## src/rtl/cart_pkg.sv

```systemverilog
`default_nettype none

package cart_pkg;

	// ==================================================
	// Widths and vectors
	// ==================================================
	localparam int IO_ADDR_W = 25;
	localparam int BK_ADDR_W = 16;

	typedef logic [IO_ADDR_W-1:0] io_addr_t;
	typedef logic [15:0]          word_t;
	typedef logic [23:0]          rom_addr_t;
	typedef logic [23:0]          mask_t;
	typedef logic [31:0]          lba_t;
	typedef logic [7:0]           byte_t;
	typedef logic [BK_ADDR_W-1:0] bk_addr_t;

	// ==================================================
	// State and code enums
	// ==================================================
	typedef enum logic [1:0] {AUTO, LOROM, HIROM, EXHIROM} rom_layout_e;

	// Upper nibble of the ROM type code
	typedef enum logic [3:0] {
		NONE    = 4'h0,
		CX4     = 4'h4,
		SDD1    = 4'h5,
		SA1     = 4'h6,
		GSU     = 4'h7,
		ST0XX   = 4'h8,
		DSP2    = 4'h9,
		DSP3    = 4'hA,
		DSP4    = 4'hB,
		OBC1    = 4'hC,
		SPC7110 = 4'hD
	} chip_e;

	typedef enum logic {IDLE, XFER} bk_state_e;

	// ==================================================
	// Bundles
	// ==================================================
	typedef struct packed {
		logic        download;
		logic [7:0]  index;
		logic        wr;
		io_addr_t    addr;
		word_t       dout;
		logic [23:0] filesize;
	} ioctl_t;

	typedef struct packed {
		logic [7:0] rom_type;
		mask_t      rom_mask;
		mask_t      ram_mask;
	} cart_info_t;

	typedef struct packed {
		byte_t      mapper;
		byte_t      type_code;
		byte_t      company;
		logic [3:0] rom_size;
		logic [3:0] ram_size;
	} hdr_fields_t;

	typedef struct packed {
		logic     cyc;
		logic     stb;
		logic     we;
		bk_addr_t adr;
		word_t    dat;
		logic [1:0] sel;
	} wb_m2s_t;

	typedef struct packed {
		logic  ack;
		word_t dat;
	} wb_s2m_t;

	// Header byte offsets within the bank
	localparam logic [14:0] HDR_MAPPER_OFS  = 15'h7FD4;
	localparam logic [14:0] HDR_TYPE_OFS    = 15'h7FD6;
	localparam logic [14:0] HDR_RAM_OFS     = 15'h7FD8;
	localparam logic [14:0] HDR_COMPANY_OFS = 15'h7FDA;

	// SPC file layout
	localparam io_addr_t ARAM_OFS   = 25'd256;
	localparam io_addr_t ARAM_LIMIT = 25'h10100;

	localparam int GSU_RAM_KB_LOG = 6;

endpackage

`default_nettype wire

```

## src/rtl/download_router.sv

```systemverilog
`default_nettype none

module download_router (
	input  wire                 clk_sys,
	input  wire                 RESET_N,
	input  wire cart_pkg::ioctl_t ioctl,
	output logic                cart_active,
	output cart_pkg::io_addr_t  io_addr_adj,
	output logic                rom_wr,
	output cart_pkg::rom_addr_t rom_addr,
	output cart_pkg::word_t     rom_data,
	output logic                aram_wr,
	output logic [15:0]         aram_addr,
	output cart_pkg::word_t     aram_data,
	output logic                spc_mode,
	output logic                dl_start
);

	logic               spc_active;
	logic               dl_prev;
	cart_pkg::io_addr_t aram_rel;

	// Index 0/1 is a cartridge image and index 2 an SPC file
	assign cart_active = ioctl.download && (ioctl.index[5:1] == 5'd0);
	assign spc_active  = ioctl.download && (ioctl.index[5:0] == 6'd2);

	// Strips a 512 byte copier header
	assign io_addr_adj = ioctl.addr - cart_pkg::io_addr_t'(ioctl.filesize[9:0]);
	assign aram_rel    = ioctl.addr - cart_pkg::ARAM_OFS;

	always_ff @(posedge clk_sys) begin
		if (!RESET_N) begin
			rom_wr   <= 1'b0;
			aram_wr  <= 1'b0;
			spc_mode <= 1'b0;
			dl_prev  <= 1'b0;
			dl_start <= 1'b0;
		end else begin
			rom_wr   <= cart_active && ioctl.wr;
			aram_wr  <= spc_active && ioctl.wr && (ioctl.addr < cart_pkg::ARAM_LIMIT);
			if (ioctl.wr)
				spc_mode <= spc_active;
			dl_prev  <= ioctl.download;
			dl_start <= ioctl.download && !dl_prev;
		end
	end

	// Write payload
	always_ff @(posedge clk_sys) begin
		if (ioctl.wr) begin
			rom_addr  <= io_addr_adj[23:0];
			rom_data  <= ioctl.dout;
			aram_addr <= aram_rel[15:0];
			aram_data <= ioctl.dout;
		end
	end

endmodule

`default_nettype wire

```

## config.mk

```make
export PLATFORM = sky130hd
export DESIGN_NAME = download_router
export DESIGN_NICKNAME = d
export VERILOG_FILES = /design/src/rtl/cart_pkg.sv /design/src/rtl/download_router.sv
export SDC_FILE = /design/constraint.sdc
export NUM_CORES = 1
export LEC_CHECK = 0
export BUFFER_PORTS_ARGS = -buffer_cell sky130_fd_sc_hd__buf_2
export CAP_MARGIN = 20
export CORE_UTILIZATION = 40
export CTS_BUF_LIST = sky130_fd_sc_hd__clkbuf_2
export CTS_CLUSTER_SIZE = 10
export DETAILED_ROUTE_END_ITERATION = 16
export GPL_ROUTABILITY_DRIVEN = 0
export PLACE_DENSITY = 0.75
export SYNTH_ARGS = -nofsm -noshare
export SYNTH_HDL_FRONTEND = slang
export SYNTH_SLANG_ARGS = --single-unit
```

## constraint.sdc

```tcl
create_clock -name clk_sys -period 3.93 [get_ports clk_sys]
set_clock_uncertainty 0.2 [all_clocks]
set_input_delay 0.786 -clock clk_sys [delete_from_list [all_inputs] [get_ports clk_sys]]
set_output_delay 0.786 -clock clk_sys [all_outputs]
set_load 0.005 [all_outputs]
```

==> metrics.cfg, run 1 <==
[global_routing]
antenna_found_initial = 0
grt_pass1_wl_um = 10680
grt_pass1_vias = 2262
grt_usage_pct = 18.45
gr-total-overflow = 0
grt_max_degree = 43

[critical_path]
crit_type = input pin to output port
critPathMaxFanout = 3
crit_start = ioctl[40]
crit_end = io_addr_adj[10]
cp_data_required_time_ns = 2.94
reg2reg_depth = 2
cp_data_arrival_time_ns = 2.82
r2r-start = spc_mode
cp-end-kind = output port
regToRegEndpoint = spc_mode
reg2reg_slack_ns = 3.11
start_kind = input pin

[timing]
fin_crit_ns = 3.807
rsz0062_at_grt = yes
finalSetupViolCount = 0
slew_headroom_pct = 70.65
slew_violations = 0
fmax_mhz = 262.7
worst_slew_pin_slew_ns = 0.4403
period_share_pct = 96.87
hold_viol_final = 0

[placed_design]
dp_cells = 496
portBuffers = 162
dp_hpwl_um = 5853

[die]
start_util_pct = 41.40
rows = 31
die_h_um = 88.88
die_area_um2 = 7900
ios = 179
core_um2 = 7292
die_w_um = 88.88

[yosys]
avgSynthCellArea_um2 = 12.42
synthDominantCellAreaShare_pct = 55.70
synth_area_um2 = 3019
synth_ff_type = edfxtp_1
synth-seq-cells = 61
ys_seq_area_share_pct = 59.01
synthArstFlopShare_pct = 0
synthTopCellsByArea = edfxtp_1 (56%), ha_1 (4.6%), xnor2_1 (4.1%)
synth_cell_types = 44
synth_cells = 243
yosys.area.top_type = edfxtp_1
syn_nets = 332
yosys_warnings = 0
synth_edf_count = 56

[finish]
drive_above_1_share_pct = 49.28
diodes = 0
final_common_cell = buf_2
multiInputGateArea_um2 = 1047
fin_cells = 513
seqCellArea_um2 = 1782
layout.nets = 498
area_delta_synth_final_pct = 34.85
nFillCells = 687
final_cell_mix = buf_2 (162), edfxtp_1 (56), inv_1 (19)

[cts]
root_buffer = clkbuf_2
cts.path.max_buffers = 2
numClockSinks = 61
cts_made_buffers = 9
htreeDepth = 3
hold_buffers = 0
cts_tree = done
clock_latency_ns = 0.51
clk_pin_slew_ns = 0.21

[worst_hold_path]
min_path_type = register to register
whs_path_depth = 1
min_from = dl_prev

[flow_run]
drv_cap = 0

[routing]
via_per_inst = 4.809
drtIter0Drc = 88
drtPass1Iterations = 4
vias = 2467
drc = 0
wirelength_um = 7278
avgRoutedWirePerCell_um = 14.19
ant_nets = 0

[power]
ir_drop_mv = 0.2336
p_total_uw = 1499
static-leakage-power_uw = 0.001853
p_per_area_nw_per_um2 = 368.3

[status]
status = complete, no violations

==> sequential cells by signal, indices dropped and copies added (netlist names) <==
name / cells
aram_addr: 16
aram_wr: 1
dl_prev: 1
dl_start: 1
rom_addr: 24
rom_data: 16
rom_wr: 1
spc_mode: 1
==> report_power, final <==
part | internal [µW] | total, µW | leakage (µW) | switching (µW)
registers | 778 | 792 | 0.000589 | 14.9
clock network | 149 | 394 | 0.0000723 | 245
logic | 148 | 313 | 0.00119 | 165
==> worst min-delay path by stage <==
stage | to | slack [ns]
after CTS | aram_wr | 0.18
after floorplan | dl_start | 0.17
after global placement | dl_start | 0.18
after global routing | aram_wr | 0.19
after detailed placement | dl_start | 0.19
final | dl_start | 0.22
==> Yosys cell counts (2+ instances only) <==
library cell	instances
nor2b_1	5
or3_2	2
o21ai_0	4
o21a_1	5
a21oi_1	7
nor3_1	7
clkbuf_1	3
xnor2_1	14
edfxtp_1	56
nor4_1	6
nand2_1	10
ha_1	11
dfxtp_1	5
nor2_1	12
a21o_1	3
buf_4	16
or3_1	5
xor2_1	12
nand3b_1	2
a31oi_1	2
nand3_1	9
nand2b_1	3
o2111ai_1	5
inv_1	19
==> metal layers <==
metal	vias up	wire length [µm]	GRT usage [%]
met5	-	0	0
met4	0	106	7.038
met3	11	671	6.063
met2	125	3720	33.08
met1	1127	2779	20.21
li1	1204	-	-
==> stage by stage <==
step | hold WS, ns | utilization, % | setup TNS (ns) | instance area [µm²] | worst slack [ns]
after floorplan | 0.1674 | - | 0 | 3019 | 0.4743
after global placement | 0.1766 | 53.71 | 0 | 3916 | 0.1058
after detailed placement | 0.1930 | 53.71 | 0 | 3916 | 0.06020
after CTS | 0.1849 | 55.34 | 0 | 4035 | 0.04914
after global routing | 0.1916 | 55.83 | -0.07015 | 4071 | -0.02330
final | 0.2221 | 55.83 | 0 | 4071 | 0.1229
==> area by class of cell <==
class / count / share of cell area (%)
Timing Repair Buffer: 176 / 22.80
Multi-Input combinational cell: 142 / 25.72
Tap cell: 99 / 3.042
Clock inverter: 7 / 1.813
Inverter: 19 / 1.752
Sequential cell: 61 / 43.76
Clock buffer: 9 / 1.106
==> cell families after synthesis <==
group	synth area share, %
AO/OA/AOI/OAI	8.206
XOR/XNOR	7.543
adder cells (fa/ha/maj)	5.222
buffers and inverters	7.252
flip-flops	59.01
multiplexers	0.3316
AND/OR/NAND/NOR	12.43
==> critical path: stages <==
cell	delay (ns)
buf_2	0.09
inv_1	0.04
ha_1	0.20
fa_1	0.42
nor2b_1	0.21
o2111ai_2	0.20
a21oi_2	0.25
o21ai_0	0.13
xnor2_1	0.30
buf_2	0.18
==> timing repair <==
item                       CTS  global route
gates resized for setup      0             5
setup buffers                0             1
setup endpoints to repair    0             6
Power figures use the tool's default switching activity.
==> inputs of run 2 (changes only) <==
==> constraint.sdc (replaced) <==
create_clock -name clk_sys -period 4.7 [get_ports clk_sys]
set_clock_uncertainty 0.2 [all_clocks]
set_input_delay 0.94 -clock clk_sys [delete_from_list [all_inputs] [get_ports clk_sys]]
set_output_delay 0.94 -clock clk_sys [all_outputs]
set_load 0.005 [all_outputs]
==> run 2 against run 1 <==
Clock power down 17%. Flip-flop and latch count stayed put. Register-to-register slack gained 0.78 ns. Combinational power is 20% lower. Sequential power decreased by 16%. Utilization fell by 1.9 points. Global-route usage decreased by 0.36 points. Via count rose by 0.41%. Die area unchanged. Clock-buffer cell count is the same. Sequential share of layout area up 1.6 points. Non-clock buffer count decreased by 13.
==> metrics.cfg, run 2 (synthesis gave the netlist of run 1 again) <==
[global_routing]
antenna_found_initial = 0  ; unchanged
grt_max_degree = 42  ; was 43
grt_usage_pct = 18.09  ; was 18.45%
gr-usage-met3_pct = 6.716  ; was 6.063%
gr-total-overflow = 0  ; unchanged
gr-max-usage-layer = met2  ; unchanged
grt_pass1_wl_um = 10520  ; was 10680 µm
grt_pass1_vias = 2263  ; was 2262
use_met2_pct = 31.33  ; was 33.08%
gr-usage-met1_pct = 19.85  ; was 20.21%

[routing]
ant_nets = 0  ; unchanged
drtPass1Iterations = 4  ; unchanged
vias = 2477  ; was 2467
avgRoutedWirePerCell_um = 14.73  ; was 14.19 µm
drc = 0  ; unchanged
via_per_inst = 4.954  ; was 4.809
wirelength_um = 7364  ; was 7278 µm
drtIter0Drc = 116  ; was 88

[finish]
nFillCells = 690  ; was 687
final_area_um2 = 3931  ; was 4071 µm²
layout.nets = 485  ; was 498
area_delta_synth_final_pct = 30.21  ; was 34.85%
final_common_cell = buf_2  ; unchanged
final_cell_mix = buf_2 (162), edfxtp_1 (56), inv_1 (19)  ; unchanged
drive_above_1_share_pct = 46.13  ; was 49.28%
largest_reg_flops = 24  ; unchanged
diodes = 0  ; unchanged
largest_registers = rom_addr x24, aram_addr x16, rom_data x16  ; unchanged
top_register = rom_addr  ; unchanged

[timing]
slew_violations = 0  ; unchanged
worst_slew_pin_slew_ns = 0.5198  ; was 0.4403 ns
fmax_mhz = 232.7
rsz0062_at_grt = no  ; was yes
slew_headroom_pct = 65.03  ; was 70.65%
hold_viol_final = 0  ; unchanged
setup_tns_ns = 0  ; unchanged
fin_crit_ns = 4.297
period_share_pct = 91.42
finalSetupViolCount = 0  ; unchanged

[critical_path]
cp_data_arrival_time_ns = 3.16  ; was 2.82 ns
critPathMaxFanout = 4  ; was 3
crit_type = input pin to output port  ; unchanged
start_kind = input pin  ; unchanged
cp-end-kind = output port  ; unchanged
cp_data_required_time_ns = 3.56  ; was 2.94 ns
reg2reg_depth = 2  ; unchanged

[die]
die_h_um = 88.88  ; unchanged
start_util_pct = 41.40  ; unchanged
rows = 31  ; unchanged
die_area_um2 = 7900  ; unchanged
core_um2 = 7292  ; unchanged
ios = 179  ; unchanged
die_w_um = 88.88  ; unchanged

[flow_run]
drv_cap = 0  ; unchanged

[status]
status = complete, no violations  ; unchanged

[power]
static-leakage-power_uw = 0.001781  ; was 0.001853 µW
comb_power_share_pct = 20.2  ; was 20.9%
switching_power_uw = 351.2  ; was 424.9 µW
clockPowerShare_pct = 26.4  ; was 26.3%
power.internal_uw = 889.8  ; was 1074 µW
p_seq_share_pct = 53.4  ; was 52.9%
p_per_area_nw_per_um2 = 315.7  ; was 368.3 nW/µm²
swShare_pct = 28.30  ; was 28.34%
ir_drop_mv = 0.1256  ; was 0.2336 mV

[cts]
clock_latency_ns = 0.49  ; was 0.51 ns
post-cts-setup-buffers = 0  ; unchanged
ctsResizeCount = 0  ; unchanged
cts_made_buffers = 9  ; unchanged
hold_buffers = 0  ; unchanged
numClockSinks = 61  ; unchanged
cts_tree = done  ; unchanged
clk_pin_slew_ns = 0.17  ; was 0.21 ns
htreeDepth = 3  ; unchanged
cts.path.max_buffers = 2  ; unchanged
root_buffer = clkbuf_2  ; unchanged

[placed_design]
portBuffers = 162  ; unchanged
place_area_um2 = 3814  ; was 3916 µm²
dp_hpwl_um = 5854  ; was 5853 µm

[worst_hold_path]
whs_path_depth = 1  ; unchanged
min_path_type = register to register  ; unchanged

## run 2: changes by cell type in the layout (fill, tap and decap cells not counted)
cell	delta
clkinv_1	+1
a31oi_1	+1
nor4_1	+2
nor4_2	-2
a21oi_2	-1
inv_6	+1
buf_4	-12
clkinv_2	-1
o2111ai_1	+1
a21oi_1	+1
clkinv_4	-1
o2111ai_2	-1
a31oi_2	-1
buf_12	-1
## run 2: worst paths after layout
check,from,slack [ns],to
setup / recovery,ioctl[40],0.40,io_addr_adj[10]
hold / removal,dl_prev,0.21,dl_start
setup reg to reg,spc_mode,3.89,spc_mode
hold reg to reg,dl_prev,0.21,dl_start
## run 2: power groups by stage
stage                     Sequential (µW)  Clock, µW  Combinational [µW]
after CTS                             663        337                 253
after global routing                  669        358                 279
after global placement                674          0                 247
after floorplan                       685          0                 112
after detailed placement              676          0                 252
final                                 663        328                 250
## run 2: worst max-delay path: stages
cell	delay [ns]
buf_2	0.09
inv_1	0.04
ha_1	0.21
fa_1	0.42
nor2b_1	0.20
o2111ai_1	0.20
a21oi_1	0.41
o21ai_0	0.18
xnor2_1	0.30
buf_2	0.18
## run 2: metrics by stage
step / instances / total power, µW / setup WS, ns / util, % / hold slack [ns]
floorplan: 243 / 797.1 / 0.9363 / - / 0.1674
global placement: 484 / 920.7 / 0.4995 / 52.30 / 0.1763
detailed placement: 484 / 927.9 / 0.4033 / 52.30 / 0.1955
CTS: 500 / 1254 / 0.4064 / 53.91 / 0.2194
global route: 500 / 1306 / 0.2454 / 53.91 / 0.2466
finish: 500 / 1241 / 0.4034 / 53.91 / 0.2118
## run 2: per-layer routing
metal  up-vias  routed length [µm]
met5         -                   0
met4         0                 149
met3        18                 682
met2       134                3681
met1      1143                2850
li1       1182                   -
## run 2: cell type report
class | instances | area [µm²] | area share, %
well taps | 99 | 123.9 | 3.151
flip-flops and latches | 61 | 1782 | 45.32
repair buffers | 163 | 818.3 | 20.81
inverters | 19 | 71.32 | 1.814
clock buffers | 9 | 45.04 | 1.146
multi-input cells | 142 | 1018 | 25.91
clock inverters | 7 | 72.57 | 1.846
==> inputs of run 3 (changes only) <==
--- a/config.mk
+++ b/config.mk
@@ -7,12 +7,11 @@
 export LEC_CHECK = 0
 export BUFFER_PORTS_ARGS = -buffer_cell sky130_fd_sc_hd__buf_2
 export CAP_MARGIN = 20
-export CORE_UTILIZATION = 40
-export CTS_BUF_LIST = sky130_fd_sc_hd__clkbuf_2
+export CORE_UTILIZATION = 47
 export CTS_CLUSTER_SIZE = 10
 export DETAILED_ROUTE_END_ITERATION = 16
 export GPL_ROUTABILITY_DRIVEN = 0
-export PLACE_DENSITY = 0.75
+export PLACE_DENSITY = 0.86
 export SYNTH_ARGS = -nofsm -noshare
 export SYNTH_HDL_FRONTEND = slang
 export SYNTH_SLANG_ARGS = --single-unit
==> run 3 against run 2 <==
Register-to-register slack gained 0.02 ns. Combinational power about the same. Clock power grew 59%. Routed wire length increased by 1.7%. Power up 16%. Hold slack got worse by 0.014 ns. Largest power group unchanged. Critical path type unchanged. Flip-flop and latch count did not move. Die area shrank 15%. Clock-buffer cell count did not move. First-iteration DRC count down 11%.
==> metrics.cfg, run 3 (synthesis gave the netlist of run 1 again) <==
[timing]
slew_violations = 0  ; unchanged
finalSetupViolCount = 0  ; unchanged
period_share_pct = 88.80  ; was 91.42%
fmax_mhz = 239.6  ; was 232.7 MHz
setup_tns_ns = 0  ; unchanged
worst_slew_pin_slew_ns = 0.5028  ; was 0.5198 ns
slew_headroom_pct = 66.17  ; was 65.03%
timing.hold.ws_ns = 0.1974  ; was 0.2118 ns
fin_crit_ns = 4.174  ; was 4.297 ns
hold_viol_final = 0  ; unchanged
rsz0062_at_grt = no  ; unchanged

[critical_path]
start_kind = input pin  ; unchanged
regToRegEndpoint = spc_mode  ; unchanged
crit_type = input pin to output port  ; unchanged
cp_data_required_time_ns = 3.56  ; about the same
reg2reg_slack_ns = 3.91  ; was 3.89 ns
reg2reg_depth = 2  ; unchanged
cp_data_arrival_time_ns = 3.03  ; was 3.16 ns
critPathMaxFanout = 10  ; was 4
r2r-start = spc_mode  ; unchanged
cp-end-kind = output port  ; unchanged

[cts]
ctsResizeCount = 0  ; unchanged
clk_pin_slew_ns = 0.07  ; was 0.17 ns
root_buffer = clkbuf_8  ; was clkbuf_2
cts_made_buffers = 9  ; unchanged
numClockSinks = 61  ; unchanged
post-cts-setup-buffers = 0  ; unchanged
cts.path.max_buffers = 2  ; unchanged
htreeDepth = 3  ; unchanged
cts_tree = done  ; unchanged
hold_buffers = 0  ; unchanged
clock_latency_ns = 0.33  ; was 0.49 ns

[finish]
area_delta_synth_final_pct = 32.70  ; was 30.21%
largest_reg_flops = 24  ; unchanged
final_common_cell = buf_2  ; unchanged
top_register = rom_addr  ; unchanged
layout.nets = 485  ; unchanged
final_cell_mix = buf_2 (162), edfxtp_1 (56), inv_1 (19)  ; unchanged
fin_cells = 476  ; was 500
fin_util_pct = 66.10  ; was 53.91%
diodes = 0  ; unchanged
final_area_um2 = 4006  ; was 3931 µm²
nFillCells = 505  ; was 690
largest_registers = rom_addr x24, aram_addr x16, rom_data x16  ; unchanged
drive_above_1_share_pct = 46.38  ; was 46.13%

[global_routing]
grt_pass1_vias = 2233  ; was 2263
grt_max_degree = 39  ; was 42
antenna_found_initial = 0  ; unchanged
grt_pass1_wl_um = 10570  ; was 10520 µm
gr-total-overflow = 0  ; unchanged
grt_usage_pct = 21.93  ; was 18.09%

[routing]
avgRoutedWirePerCell_um = 15.73  ; was 14.73 µm
met2_wirelength_um = 3801  ; was 3681 µm
drtIter0Drc = 103  ; was 116
route.met3.wl_um = 705  ; was 682 µm
wirelength_um = 7487  ; was 7364 µm
via_per_inst = 5.181  ; was 4.954
drtPass1Iterations = 5  ; was 4
ant_nets = 0  ; unchanged
drc = 0  ; unchanged
routed.top_layer = met4  ; unchanged
vias = 2466  ; was 2477
wl_met1_um = 2897  ; was 2850 µm

[placed_design]
place_area_um2 = 3784  ; was 3814 µm²
portBuffers = 162  ; unchanged
dp_hpwl_um = 5939  ; was 5854 µm
dp_cells = 460  ; was 484

[die]
ios = 179  ; unchanged
core_um2 = 6061  ; was 7292 µm²
die_area_um2 = 6749  ; was 7900 µm²
start_util_pct = 49.81  ; was 41.40%
die_h_um = 82.15  ; was 88.88 µm
rows = 28  ; was 31
die_w_um = 82.15  ; was 88.88 µm

[worst_hold_path]
whs_path_depth = 1  ; unchanged
hold_end = dl_start  ; unchanged
min_from = dl_prev  ; unchanged
min_path_type = register to register  ; unchanged

[power]
ir_drop_mv = 0.2420  ; was 0.1256 mV
static-leakage-power_uw = 0.001821  ; was 0.001781 µW
p_per_area_nw_per_um2 = 358.1  ; was 315.7 nW/µm²

[flow_run]
drv_cap = 0  ; unchanged

[status]
status = complete, no violations  ; unchanged

-- run 3: cell types whose count changed in the layout (fill, tap and decap cells not counted), sizes merged --
cell | before | now
bufinv | 1 | 2
inv | 21 | 20
-- run 3: final cells by class --
class	instances	area [µm²]	area share, %
Sequential cell	61	1782	44.47
Multi-Input combinational cell	142	1018	25.42
Timing Repair Buffer	163	818.3	20.42
Clock buffer	9	123.9	3.092
Clock inverter	7	98.84	2.467
Tap cell	75	93.84	2.342
Inverter	19	71.32	1.780
-- run 3: metrics by stage --
stage / worst slack [ns] / total power, µW
3_3_place_gp: 0.5732 / 917.9
3_5_place_dp: 0.5527 / 928.6
2_1_floorplan: 0.9363 / 797.1
4_1_cts: 0.5463 / 1446
5_1_grt: 0.3289 / 1500
6_report: 0.5262 / 1435
-- run 3: worst max path at each step --
stage | startpoint | to | slack (ns) | cells past startpoint
2_1_floorplan | ioctl[9] | io_addr_adj[14] | 0.94 | 8
3_3_place_gp | ioctl[51] | io_addr_adj[22] | 0.57 | 7
3_5_place_dp | ioctl[51] | io_addr_adj[22] | 0.55 | 7
4_1_cts | ioctl[49] | io_addr_adj[14] | 0.55 | 8
5_1_grt | ioctl[48] | io_addr_adj[19] | 0.33 | 8
6_report | ioctl[49] | io_addr_adj[14] | 0.53 | 8
-- run 3: layer usage --
layer / vias to the layer above / global-route usage (%)
li1: 1178 / -
met1: 1155 / 25.16
met2: 125 / 37.11
met3: 8 / 9.560
met4: 0 / 6.140
met5: - / 0
-- run 3: power breakdown --
group,internal [µW],switching (µW)
registers,651,12.9
logic,115,136
clock network,301,219
total,1070,367
-- run 3: critical path: stages --
cell and delay [ns]:
buf_2 0.14, ha_1 0.40, a21o_1 0.28, nand2b_1 0.24, or3_2 0.43, o21ai_0 0.20, xor2_1 0.24, buf_2 0.16
